===== src/hk_bus_pkg.sv =====
//////////////////////////////////////////////////////////////////////
// Housekeeping Wishbone bus widths, register map and CTRL bit layout
//////////////////////////////////////////////////////////////////////

package hk_bus_pkg;

  // Bus geometry, byte addresses
  localparam int WB_AW = 4;
  localparam int WB_DW = 32;

  // Register offsets
  localparam logic [WB_AW-1:0] REG_ID      = 4'h0;  // read-only ID
  localparam logic [WB_AW-1:0] REG_CTRL    = 4'h4;  // loopback control
  localparam logic [WB_AW-1:0] REG_SAT_CNT = 4'h8;  // saturation events

  // Identification word returned by REG_ID
  localparam logic [WB_DW-1:0] ID_VALUE = 32'hAFE0_0001;

  // CTRL bit positions
  localparam int CTRL_LOOP_BIT = 0;  // ADC fed from DAC path

endpackage


===== src/afe_pkg.sv =====
//////////////////////////////////////////////////////////////////////
// Sample widths, sample type and offset-code conversion shared by
// the ADC and DAC datapath, referenced by scoped names
//////////////////////////////////////////////////////////////////////

package afe_pkg;

  // Pin and sample widths
  localparam int ADC_RAW_W = 16;   // ADC pin word, two LSBs unused
  localparam int SMP_W     = 14;   // converter resolution
  localparam int SUM_W     = 15;   // one guard bit for the stream sum

  // Board default, two analog channels
  localparam int CH_N_DEF  = 2;

  // Signed sample as seen by the processing cores
  typedef logic signed [SMP_W-1:0] smp_t;

  // Negative-slope offset code <-> two's complement
  // Sign bit kept, magnitude bits inverted, so the mapping is its own inverse
  function automatic smp_t neg_slope_conv(input smp_t smp);
    smp_t res;
    res = {smp[SMP_W-1], ~smp[SMP_W-2:0]};
    return res;
  endfunction

endpackage

===== src/afe_top.sv =====
//////////////////////////////////////////////////////////////////////
// Analog front-end datapath top, ADC and DAC formatting with the
// housekeeping register block, instantiated by the board top level
//////////////////////////////////////////////////////////////////////

`timescale 1ns/1ps

module afe_top #(
  parameter int CH_N = afe_pkg::CH_N_DEF
)(
  input  logic                                     dac_clk_1x,
  input  logic                                     rst_i,
  // Wishbone slave
  input  logic                                     wb_cyc_i,
  input  logic                                     wb_stb_i,
  input  logic                                     wb_we_i,
  input  logic [hk_bus_pkg::WB_AW-1:0]             wb_adr_i,
  input  logic [hk_bus_pkg::WB_DW-1:0]             wb_dat_i,
  output logic [hk_bus_pkg::WB_DW-1:0]             wb_dat_o,
  output logic                                     wb_ack_o,
  output logic                                     wb_err_o,
  // ADC
  input  logic [CH_N-1:0][afe_pkg::ADC_RAW_W-1:0]  adc_dat_i,
  output afe_pkg::smp_t [CH_N-1:0]                 adc_dat_o,
  // Streams from generator and controller
  input  afe_pkg::smp_t [CH_N-1:0]                 asg_dat_i,
  input  afe_pkg::smp_t [CH_N-1:0]                 pid_dat_i,
  // DAC
  output logic [afe_pkg::SMP_W-1:0]                dac_dat_o,
  output logic                                     dac_sel_o,
  output logic                                     dac_rst_o
);

afe_pkg::smp_t [CH_N-1:0] mix_dat;       // saturated sums
logic [CH_N-1:0]          sat_flag;
logic                     digital_loop;

//////////////////////////////////////////////////////////////////////
// Housekeeping
//////////////////////////////////////////////////////////////////////

hk_regs #(.CH_N (CH_N)) hk_regs_i (
  .dac_clk_1x     (dac_clk_1x  ),
  .rst_i          (rst_i       ),
  .wb_cyc_i       (wb_cyc_i    ),
  .wb_stb_i       (wb_stb_i    ),
  .wb_we_i        (wb_we_i     ),
  .wb_adr_i       (wb_adr_i    ),
  .wb_dat_i       (wb_dat_i    ),
  .wb_dat_o       (wb_dat_o    ),
  .wb_ack_o       (wb_ack_o    ),
  .wb_err_o       (wb_err_o    ),
  .sat_flag_i     (sat_flag    ),
  .digital_loop_o (digital_loop)
);

//////////////////////////////////////////////////////////////////////
// Datapath
//////////////////////////////////////////////////////////////////////

adc_frontend #(.CH_N (CH_N)) adc_frontend_i (
  .dac_clk_1x     (dac_clk_1x  ),
  .rst_i          (rst_i       ),
  .adc_dat_i      (adc_dat_i   ),
  .loop_dat_i     (mix_dat     ),  // loopback source
  .digital_loop_i (digital_loop),
  .adc_dat_o      (adc_dat_o   )
);

dac_mixer #(.CH_N (CH_N)) dac_mixer_i (
  .asg_dat_i  (asg_dat_i),
  .pid_dat_i  (pid_dat_i),
  .mix_dat_o  (mix_dat  ),
  .sat_flag_o (sat_flag )
);

// Converter has two channels
dac_interleave dac_interleave_i (
  .dac_clk_1x (dac_clk_1x  ),
  .rst_i      (rst_i       ),
  .mix_dat_i  (mix_dat[1:0]),
  .dac_dat_o  (dac_dat_o   ),
  .dac_sel_o  (dac_sel_o   ),
  .dac_rst_o  (dac_rst_o   )
);

endmodule


===== src/dac_interleave.sv =====
//////////////////////////////////////////////////////////////////////
// DAC output stage, two channels in offset code time multiplexed on
// one 14-bit bus with a select line and a registered DAC reset
//////////////////////////////////////////////////////////////////////

`timescale 1ns/1ps

module dac_interleave (
  input  logic                        dac_clk_1x,
  input  logic                        rst_i,
  input  afe_pkg::smp_t [1:0]         mix_dat_i,   // saturated mix
  output logic [afe_pkg::SMP_W-1:0]   dac_dat_o,   // multiplexed bus
  output logic                        dac_sel_o,   // 1 = channel 1
  output logic                        dac_rst_o
);

logic [afe_pkg::SMP_W-1:0] dac_dat_a;  // channel 0, offset code
logic [afe_pkg::SMP_W-1:0] dac_dat_b;  // channel 1, offset code

//////////////////////////////////////////////////////////////////////
// Stage 1, format
//////////////////////////////////////////////////////////////////////

always_ff @(posedge dac_clk_1x) begin
  dac_dat_a <= afe_pkg::neg_slope_conv(mix_dat_i[0]);
  dac_dat_b <= afe_pkg::neg_slope_conv(mix_dat_i[1]);
end

//////////////////////////////////////////////////////////////////////
// Stage 2, select and bus mux
//////////////////////////////////////////////////////////////////////

always_ff @(posedge dac_clk_1x) begin
  if (rst_i) begin
    dac_sel_o <= 1'b0;
    dac_dat_o <= '0;
  end else begin
    dac_sel_o <= ~dac_sel_o;                            // flips every cycle
    dac_dat_o <= ~dac_sel_o ? dac_dat_b : dac_dat_a;    // follows the new sel
  end
end

// Reset to the converter, one register late
always_ff @(posedge dac_clk_1x) begin
  dac_rst_o <= rst_i;
end

endmodule


===== src/dac_mixer.sv =====
//////////////////////////////////////////////////////////////////////
// Per channel sum of generator and controller streams, saturated to
// the DAC range, combinational
//////////////////////////////////////////////////////////////////////

`timescale 1ns/1ps

module dac_mixer #(
  parameter int CH_N = 2
)(
  input  afe_pkg::smp_t [CH_N-1:0] asg_dat_i,   // generator
  input  afe_pkg::smp_t [CH_N-1:0] pid_dat_i,   // controller
  output afe_pkg::smp_t [CH_N-1:0] mix_dat_o,
  output logic [CH_N-1:0]          sat_flag_o   // channel was clamped
);

localparam int SW = afe_pkg::SUM_W;
localparam int DW = afe_pkg::SMP_W;

logic signed [SW-1:0] sum [CH_N];

//////////////////////////////////////////////////////////////////////
// Sum and clamp
//////////////////////////////////////////////////////////////////////

always_comb begin
  for (int i = 0; i < CH_N; i++) begin
    // Sign extended to the guard width
    sum[i] = SW'(asg_dat_i[i]) + SW'(pid_dat_i[i]);

    // Top two bits differ, result left the 14-bit range
    sat_flag_o[i] = sum[i][SW-1] ^ sum[i][SW-2];

    if (sat_flag_o[i])
      mix_dat_o[i] = {sum[i][SW-1], {(DW-1){~sum[i][SW-1]}}};  // full scale
    else
      mix_dat_o[i] = sum[i][DW-1:0];
  end
end

endmodule


===== src/adc_frontend.sv =====
//////////////////////////////////////////////////////////////////////
// ADC input register, offset code to two's complement, loopback mux
//////////////////////////////////////////////////////////////////////

`timescale 1ns/1ps

module adc_frontend #(
  parameter int CH_N = 2
)(
  input  logic                                     dac_clk_1x,
  input  logic                                     rst_i,
  input  logic [CH_N-1:0][afe_pkg::ADC_RAW_W-1:0]  adc_dat_i,      // pin words
  input  afe_pkg::smp_t [CH_N-1:0]                 loop_dat_i,     // DAC mix
  input  logic                                     digital_loop_i,
  output afe_pkg::smp_t [CH_N-1:0]                 adc_dat_o
);

logic [CH_N-1:0][afe_pkg::SMP_W-1:0] adc_raw;  // upper bits of each word

// Input register, the two LSBs are dropped
always_ff @(posedge dac_clk_1x) begin
  if (rst_i) begin
    adc_raw <= '0;
  end else begin
    for (int i = 0; i < CH_N; i++)
      adc_raw[i] <= adc_dat_i[i][afe_pkg::ADC_RAW_W-1 -: afe_pkg::SMP_W];
  end
end

// Per channel format and loopback select
always_comb begin
  for (int i = 0; i < CH_N; i++) begin
    if (digital_loop_i)
      adc_dat_o[i] = loop_dat_i[i];  // combinational from the mixer
    else
      adc_dat_o[i] = afe_pkg::neg_slope_conv(afe_pkg::smp_t'(adc_raw[i]));
  end
end

endmodule


===== src/hk_regs.sv =====
//////////////////////////////////////////////////////////////////////
// Housekeeping registers behind a Wishbone classic slave port
// ID, loopback control and saturation event counter
//////////////////////////////////////////////////////////////////////

`timescale 1ns/1ps

module hk_regs #(
  parameter int CH_N = 2
)(
  input  logic                           dac_clk_1x,
  input  logic                           rst_i,
  // Wishbone slave
  input  logic                           wb_cyc_i,
  input  logic                           wb_stb_i,
  input  logic                           wb_we_i,
  input  logic [hk_bus_pkg::WB_AW-1:0]   wb_adr_i,
  input  logic [hk_bus_pkg::WB_DW-1:0]   wb_dat_i,
  output logic [hk_bus_pkg::WB_DW-1:0]   wb_dat_o,
  output logic                           wb_ack_o,
  output logic                           wb_err_o,
  // Datapath status and control
  input  logic [CH_N-1:0]                sat_flag_i,   // one per channel
  output logic                           digital_loop_o
);

localparam int SNW = $clog2(CH_N + 1);  // popcount width

logic                           req;        // new request this cycle
logic                           adr_ok;     // address hits a register
logic [hk_bus_pkg::WB_DW-1:0]   rd_dat;
logic                           wr_ctrl;
logic                           wr_sat;
logic                           ctrl_loop;
logic [hk_bus_pkg::WB_DW-1:0]   sat_cnt;
logic [SNW-1:0]                 sat_num;    // flags set this cycle
logic [hk_bus_pkg::WB_DW:0]     cnt_sum;    // extra bit catches wrap

//////////////////////////////////////////////////////////////////////
// Address decode
//////////////////////////////////////////////////////////////////////

// Masked while answering, so a held stb is not served twice
assign req = wb_cyc_i & wb_stb_i & ~wb_ack_o & ~wb_err_o;

always_comb begin
  adr_ok = 1'b1;
  rd_dat = '0;
  case (wb_adr_i)
    hk_bus_pkg::REG_ID:      rd_dat = hk_bus_pkg::ID_VALUE;
    hk_bus_pkg::REG_CTRL:    rd_dat[hk_bus_pkg::CTRL_LOOP_BIT] = ctrl_loop;
    hk_bus_pkg::REG_SAT_CNT: rd_dat = sat_cnt;
    default:                 adr_ok = 1'b0;  // unmapped, answer with err
  endcase
end

assign wr_ctrl = req & wb_we_i & (wb_adr_i == hk_bus_pkg::REG_CTRL);
assign wr_sat  = req & wb_we_i & (wb_adr_i == hk_bus_pkg::REG_SAT_CNT);

// Single-cycle answer, no wait states
always_ff @(posedge dac_clk_1x) begin
  if (rst_i) begin
    wb_ack_o <= 1'b0;
    wb_err_o <= 1'b0;
  end else begin
    wb_ack_o <= req &  adr_ok;
    wb_err_o <= req & ~adr_ok;
  end
end

// Read data captured with the request
always_ff @(posedge dac_clk_1x) begin
  if (req)
    wb_dat_o <= wb_we_i ? '0 : rd_dat;
end

//////////////////////////////////////////////////////////////////////
// Registers
//////////////////////////////////////////////////////////////////////

always_ff @(posedge dac_clk_1x) begin
  if (rst_i)
    ctrl_loop <= 1'b0;
  else if (wr_ctrl)
    ctrl_loop <= wb_dat_i[hk_bus_pkg::CTRL_LOOP_BIT];  // same edge as ack
end

assign digital_loop_o = ctrl_loop;

// Count of channels clamped this cycle
always_comb begin
  sat_num = '0;
  for (int i = 0; i < CH_N; i++)
    sat_num = sat_num + SNW'(sat_flag_i[i]);
end

assign cnt_sum = {1'b0, sat_cnt} + (hk_bus_pkg::WB_DW + 1)'(sat_num);

always_ff @(posedge dac_clk_1x) begin
  if (rst_i)
    sat_cnt <= '0;
  else if (wr_sat)
    sat_cnt <= '0;                       // clear wins over counting
  else if (cnt_sum[hk_bus_pkg::WB_DW])
    sat_cnt <= '1;                       // stick at all ones
  else
    sat_cnt <= cnt_sum[hk_bus_pkg::WB_DW-1:0];
end

endmodule


===== config.mk =====
export PLATFORM = sky130hd
export DESIGN_NAME = afe_top
export DESIGN_NICKNAME = d
export VERILOG_FILES = /design/src/hk_bus_pkg.sv /design/src/afe_pkg.sv /design/src/afe_top.sv /design/src/dac_interleave.sv /design/src/dac_mixer.sv /design/src/adc_frontend.sv /design/src/hk_regs.sv
export SDC_FILE = /design/constraint.sdc
export NUM_CORES = 1
export LEC_CHECK = 0
export ABC_AREA = 1
export BUFFER_PORTS_ARGS = -buffer_cell sky130_fd_sc_hd__buf_4
export CORE_ASPECT_RATIO = 1.25
export CORE_UTILIZATION = 30
export DETAILED_ROUTE_END_ITERATION = 10
export PLACE_DENSITY_LB_ADDON = 0.12
export SLEW_MARGIN = 10
export SYNTH_ARGS = -nofsm -noshare
export SYNTH_HDL_FRONTEND = slang
export SYNTH_SLANG_ARGS = --single-unit

===== constraint.sdc =====
create_clock -name dac_clk_1x -period 4.48 [get_ports dac_clk_1x]
set_input_delay 0 -clock dac_clk_1x [delete_from_list [all_inputs] [get_ports dac_clk_1x]]
set_output_delay 0 -clock dac_clk_1x [all_outputs]
set_load 0.05 [all_outputs]

==> run_results.csv <==
group,metric,value,unit
run_status,status,"finished clean",
cells_and_area,post-route-util,42.4,%
power_and_ir_drop,swShare,29.9,%
drt,num_vias,6780,
die,die_h,178,um
sta,rsz0062_at_grt,"false",
die,core_area,24000,um2
cells_and_area,antenna_cells,0,
worst_setup_path,critPathMaxFanout,26,
sta,slew_violations,0,
drt,drt_iter0_markers,297,
sta,hold_ws,0.0110,ns
placed_design,gp_congestion,0.860,
clock_tree,clock_path_buffers,2,
sta,max_freq,284,MHz
clock_tree,numCtsBuffers,17,
sta,slew_headroom,37.8,%
worst_setup_path,worstPathRequired,4.83,ns
cells_and_area,register_area,3100,um2
cells_and_area,final.fill_count,2558,
cells_and_area,stdcell_count,1549,
placed_design,hpwl,15700,um
logic_synthesis,syn_avg_cell_area,7.53,um2
logic_synthesis,ys_ff_latch,139,
drt,dr.pass1.iters,4,
cells_and_area,drive_above_1_share,22.6,%
cells_and_area,nets,1373,
worst_setup_path,critical_path.max_stage_delay,0.41,ns
global_route,overflow,0,
global_route,grt_max_degree,55,
worst_setup_path,r2r-start,"hk_regs_i.sat_cnt[0]",
clock_tree,cts.htree.levels,4,
drt,drcViolationCount,0,
logic_synthesis,async_flop_share,0,%
job,maxCapViolations,0,
logic_synthesis,yosys-top-cells-area,"dfxtp_1, edfxtp_1, nand2_1, inv_1, nor2_1",
worst_hold_path,hold_start,"wb_adr_i[0]",
cells_and_area,final_common_cell,"nand2_1",
global_route,grt_pass1_wl,33100,um
sta,period_share,78.7,%
logic_synthesis,yosysSeqAreaShare,41.9,%
logic_synthesis,syn-num-nets,1144,
global_route,first_global_vias,6814,
sta,setup_viol,0,
sta,tightest_slew,0.933,ns
logic_synthesis,synthCells,983,
power_and_ir_drop,clkPwrFrac,36.9,%
power_and_ir_drop,finalPower,3.69,mW
clock_tree,clock-root-buffer,"clkbuf_16",
global_route,antenna_found_initial,0,
power_and_ir_drop,seqPwrFrac,39.6,%
logic_synthesis,ys.flop_type,"dfxtp_1",
sta,tns,0,ns
logic_synthesis,synth_top_area_share,28.9,%
drt,ant_nets,0,
worst_setup_path,cp.arrival,3.88,ns
logic_synthesis,yosysWarnings,0,
placed_design,placed_cells,1458,
worst_hold_path,min_path_type,"input pin to register",
sta,clock_skew,0.00575,ns
worst_setup_path,cp_slowest_cell,"fa_1",
clock_tree,clkTransAtPathRegs,0.05,ns
die,fp.dieArea,25300,um2
die,dieWidth,142,um
power_and_ir_drop,p_int,2.59,mW
placed_design,io_buffers,171,
sta,fin_crit,3.52,ns
die,start_util,30.9,%
worst_setup_path,path_class,"input pin to register",
cells_and_area,area_growth,37.2,%
drt,wirelength,20300,um
power_and_ir_drop,peakVddDrop,0.283,mV
power_and_ir_drop,pwr_density_cell,363,nW/um2
power_and_ir_drop,p_switching,1.10,mW
sta,finalHoldViolCount,0,
logic_synthesis,synth_top_area_cell,"dfxtp_1",
die,ios,207,
clock_tree,cts_tree,"yes",
drt,vias_per_cell,4.38,
logic_synthesis,synth_cell_types,44,
clock_tree,clkLatencyLatePin,0.41,ns
worst_setup_path,cp-end-kind,"register",
logic_synthesis,synth_area,7400,um2
worst_setup_path,critPathLaunch,"asg_dat_i[14]",
power_and_ir_drop,power_frac_comb,23.5,%
clock_tree,clock_sinks,139,
logic_synthesis,synth_edf_count,32,
worst_setup_path,cp-start-kind,"input pin",
drt,post_drt_wl_per_cell,13.1,um
cells_and_area,final_cell_mix,"nand2_1, buf_4, inv_1",
power_and_ir_drop,p_leak,4.84,nW
cells_and_area,multi_input_area,3590,um2
die,row_count,63,
global_route,grtUsageTotal,16.9,%
## worst paths after layout
path,endpoint,slack (ns),depth (start not counted)
setup / recovery,hk_regs_i.sat_cnt[28],0.96,25
hold / removal,hk_regs_i.wb_ack_o,0.01,6
setup reg to reg,hk_regs_i.sat_cnt[28],1.81,13
hold reg to reg,dac_interleave_i.dac_dat_o[4],0.46,2
## layer usage
layer | part of all wire, % | up-vias | track usage [%]
met2 | 55 | 118 | 32.6
met5 | 0 | - | 0
met1 | 39 | 3064 | 18.0
met3 | 5.0 | 12 | 4.32
met4 | 0.75 | 0 | 4.30
li1 | - | 3586 | -
## power by group through the flow
stage / registers, mW / logic, mW / clock network [mW]
after detailed placement: 1.49 / 0.837 / 0
after floorplan: 1.60 / 0.458 / 0
after CTS: 1.46 / 0.882 / 1.39
after global routing: 1.47 / 0.959 / 1.45
final: 1.46 / 0.866 / 1.36
after global placement: 1.49 / 0.836 / 0
## per-stage QoR
stage	setup slack (ns)	cell area [um2]
3_5_place_dp	0.487	8980
2_1_floorplan	0.579	7400
5_1_grt	0.561	10200
6_report	0.955	10200
4_1_cts	0.915	10200
3_3_place_gp	0.551	8980
## cell type report
cell class | count | share of cell area [%]
Clock buffer | 23 | 4.71
Clock inverter | 8 | 0.924
Inverter | 147 | 5.43
Multi-Input combinational cell | 670 | 35.4
Sequential cell | 139 | 30.6
Tap cell | 325 | 4.00
Timing Repair Buffer | 237 | 19.0
## critical path, delay by kind of cell
family	cells	cell delay [ns]
AND/OR/NAND/NOR	14	1.71
adder cells (fa/ha/maj)	4	1.28
buffers and inverters	6	0.73
AO/OA/AOI/OAI	1	0.13
## logic make-up (layout without fill, tap and decap cells)
kind of cell / after synthesis / count (layout) / share of synthesized area (%)
compound gates: 101 / 101 / 7.20
fa+ha+maj: 32 / 32 / 5.71
buf+inv: 174 / 415 / 9.64
simple gates: 506 / 506 / 31.9
flops: 139 / 139 / 41.9
xor+xnor: 31 / 31 / 3.67
## state kept, by name, indices dropped and copies added (netlist names)
register                    cells
dac_interleave_i.dac_dat_b     14
hk_regs_i.wb_err_o              1
dac_interleave_i.dac_sel_o      1
hk_regs_i.digital_loop_o        1
dac_interleave_i.dac_rst_o      1
dac_interleave_i.dac_dat_o     14
hk_regs_i.sat_cnt              32
dac_interleave_i.dac_dat_a     14
hk_regs_i.wb_ack_o              1
hk_regs_i.wb_dat_o             32
adc_frontend_i.adc_raw         28
## cells in the mapped netlist (5+ instances only)
cell and instances:
nand2_1 207, inv_1 137, nor2_1 113, dfxtp_1 107
nand3_1 76, a21oi_1 41, o21ai_0 33, edfxtp_1 32
nor3_1 32, ha_1 29, nand2_2 23, xor2_1 18
o21ai_1 16, clkbuf_1 13, xnor2_1 13, or2_2 12
inv_2 10, nand4_1 10, nor3_2 8, buf_2 6
buf_6 5
## timing repair
item                      CTS  global route
gates resized for setup     0             0
hold endpoints to repair   42             0
hold buffers               60             0
buffers inserted            0             0
Note: power is estimated with default switching activity, not from simulation.
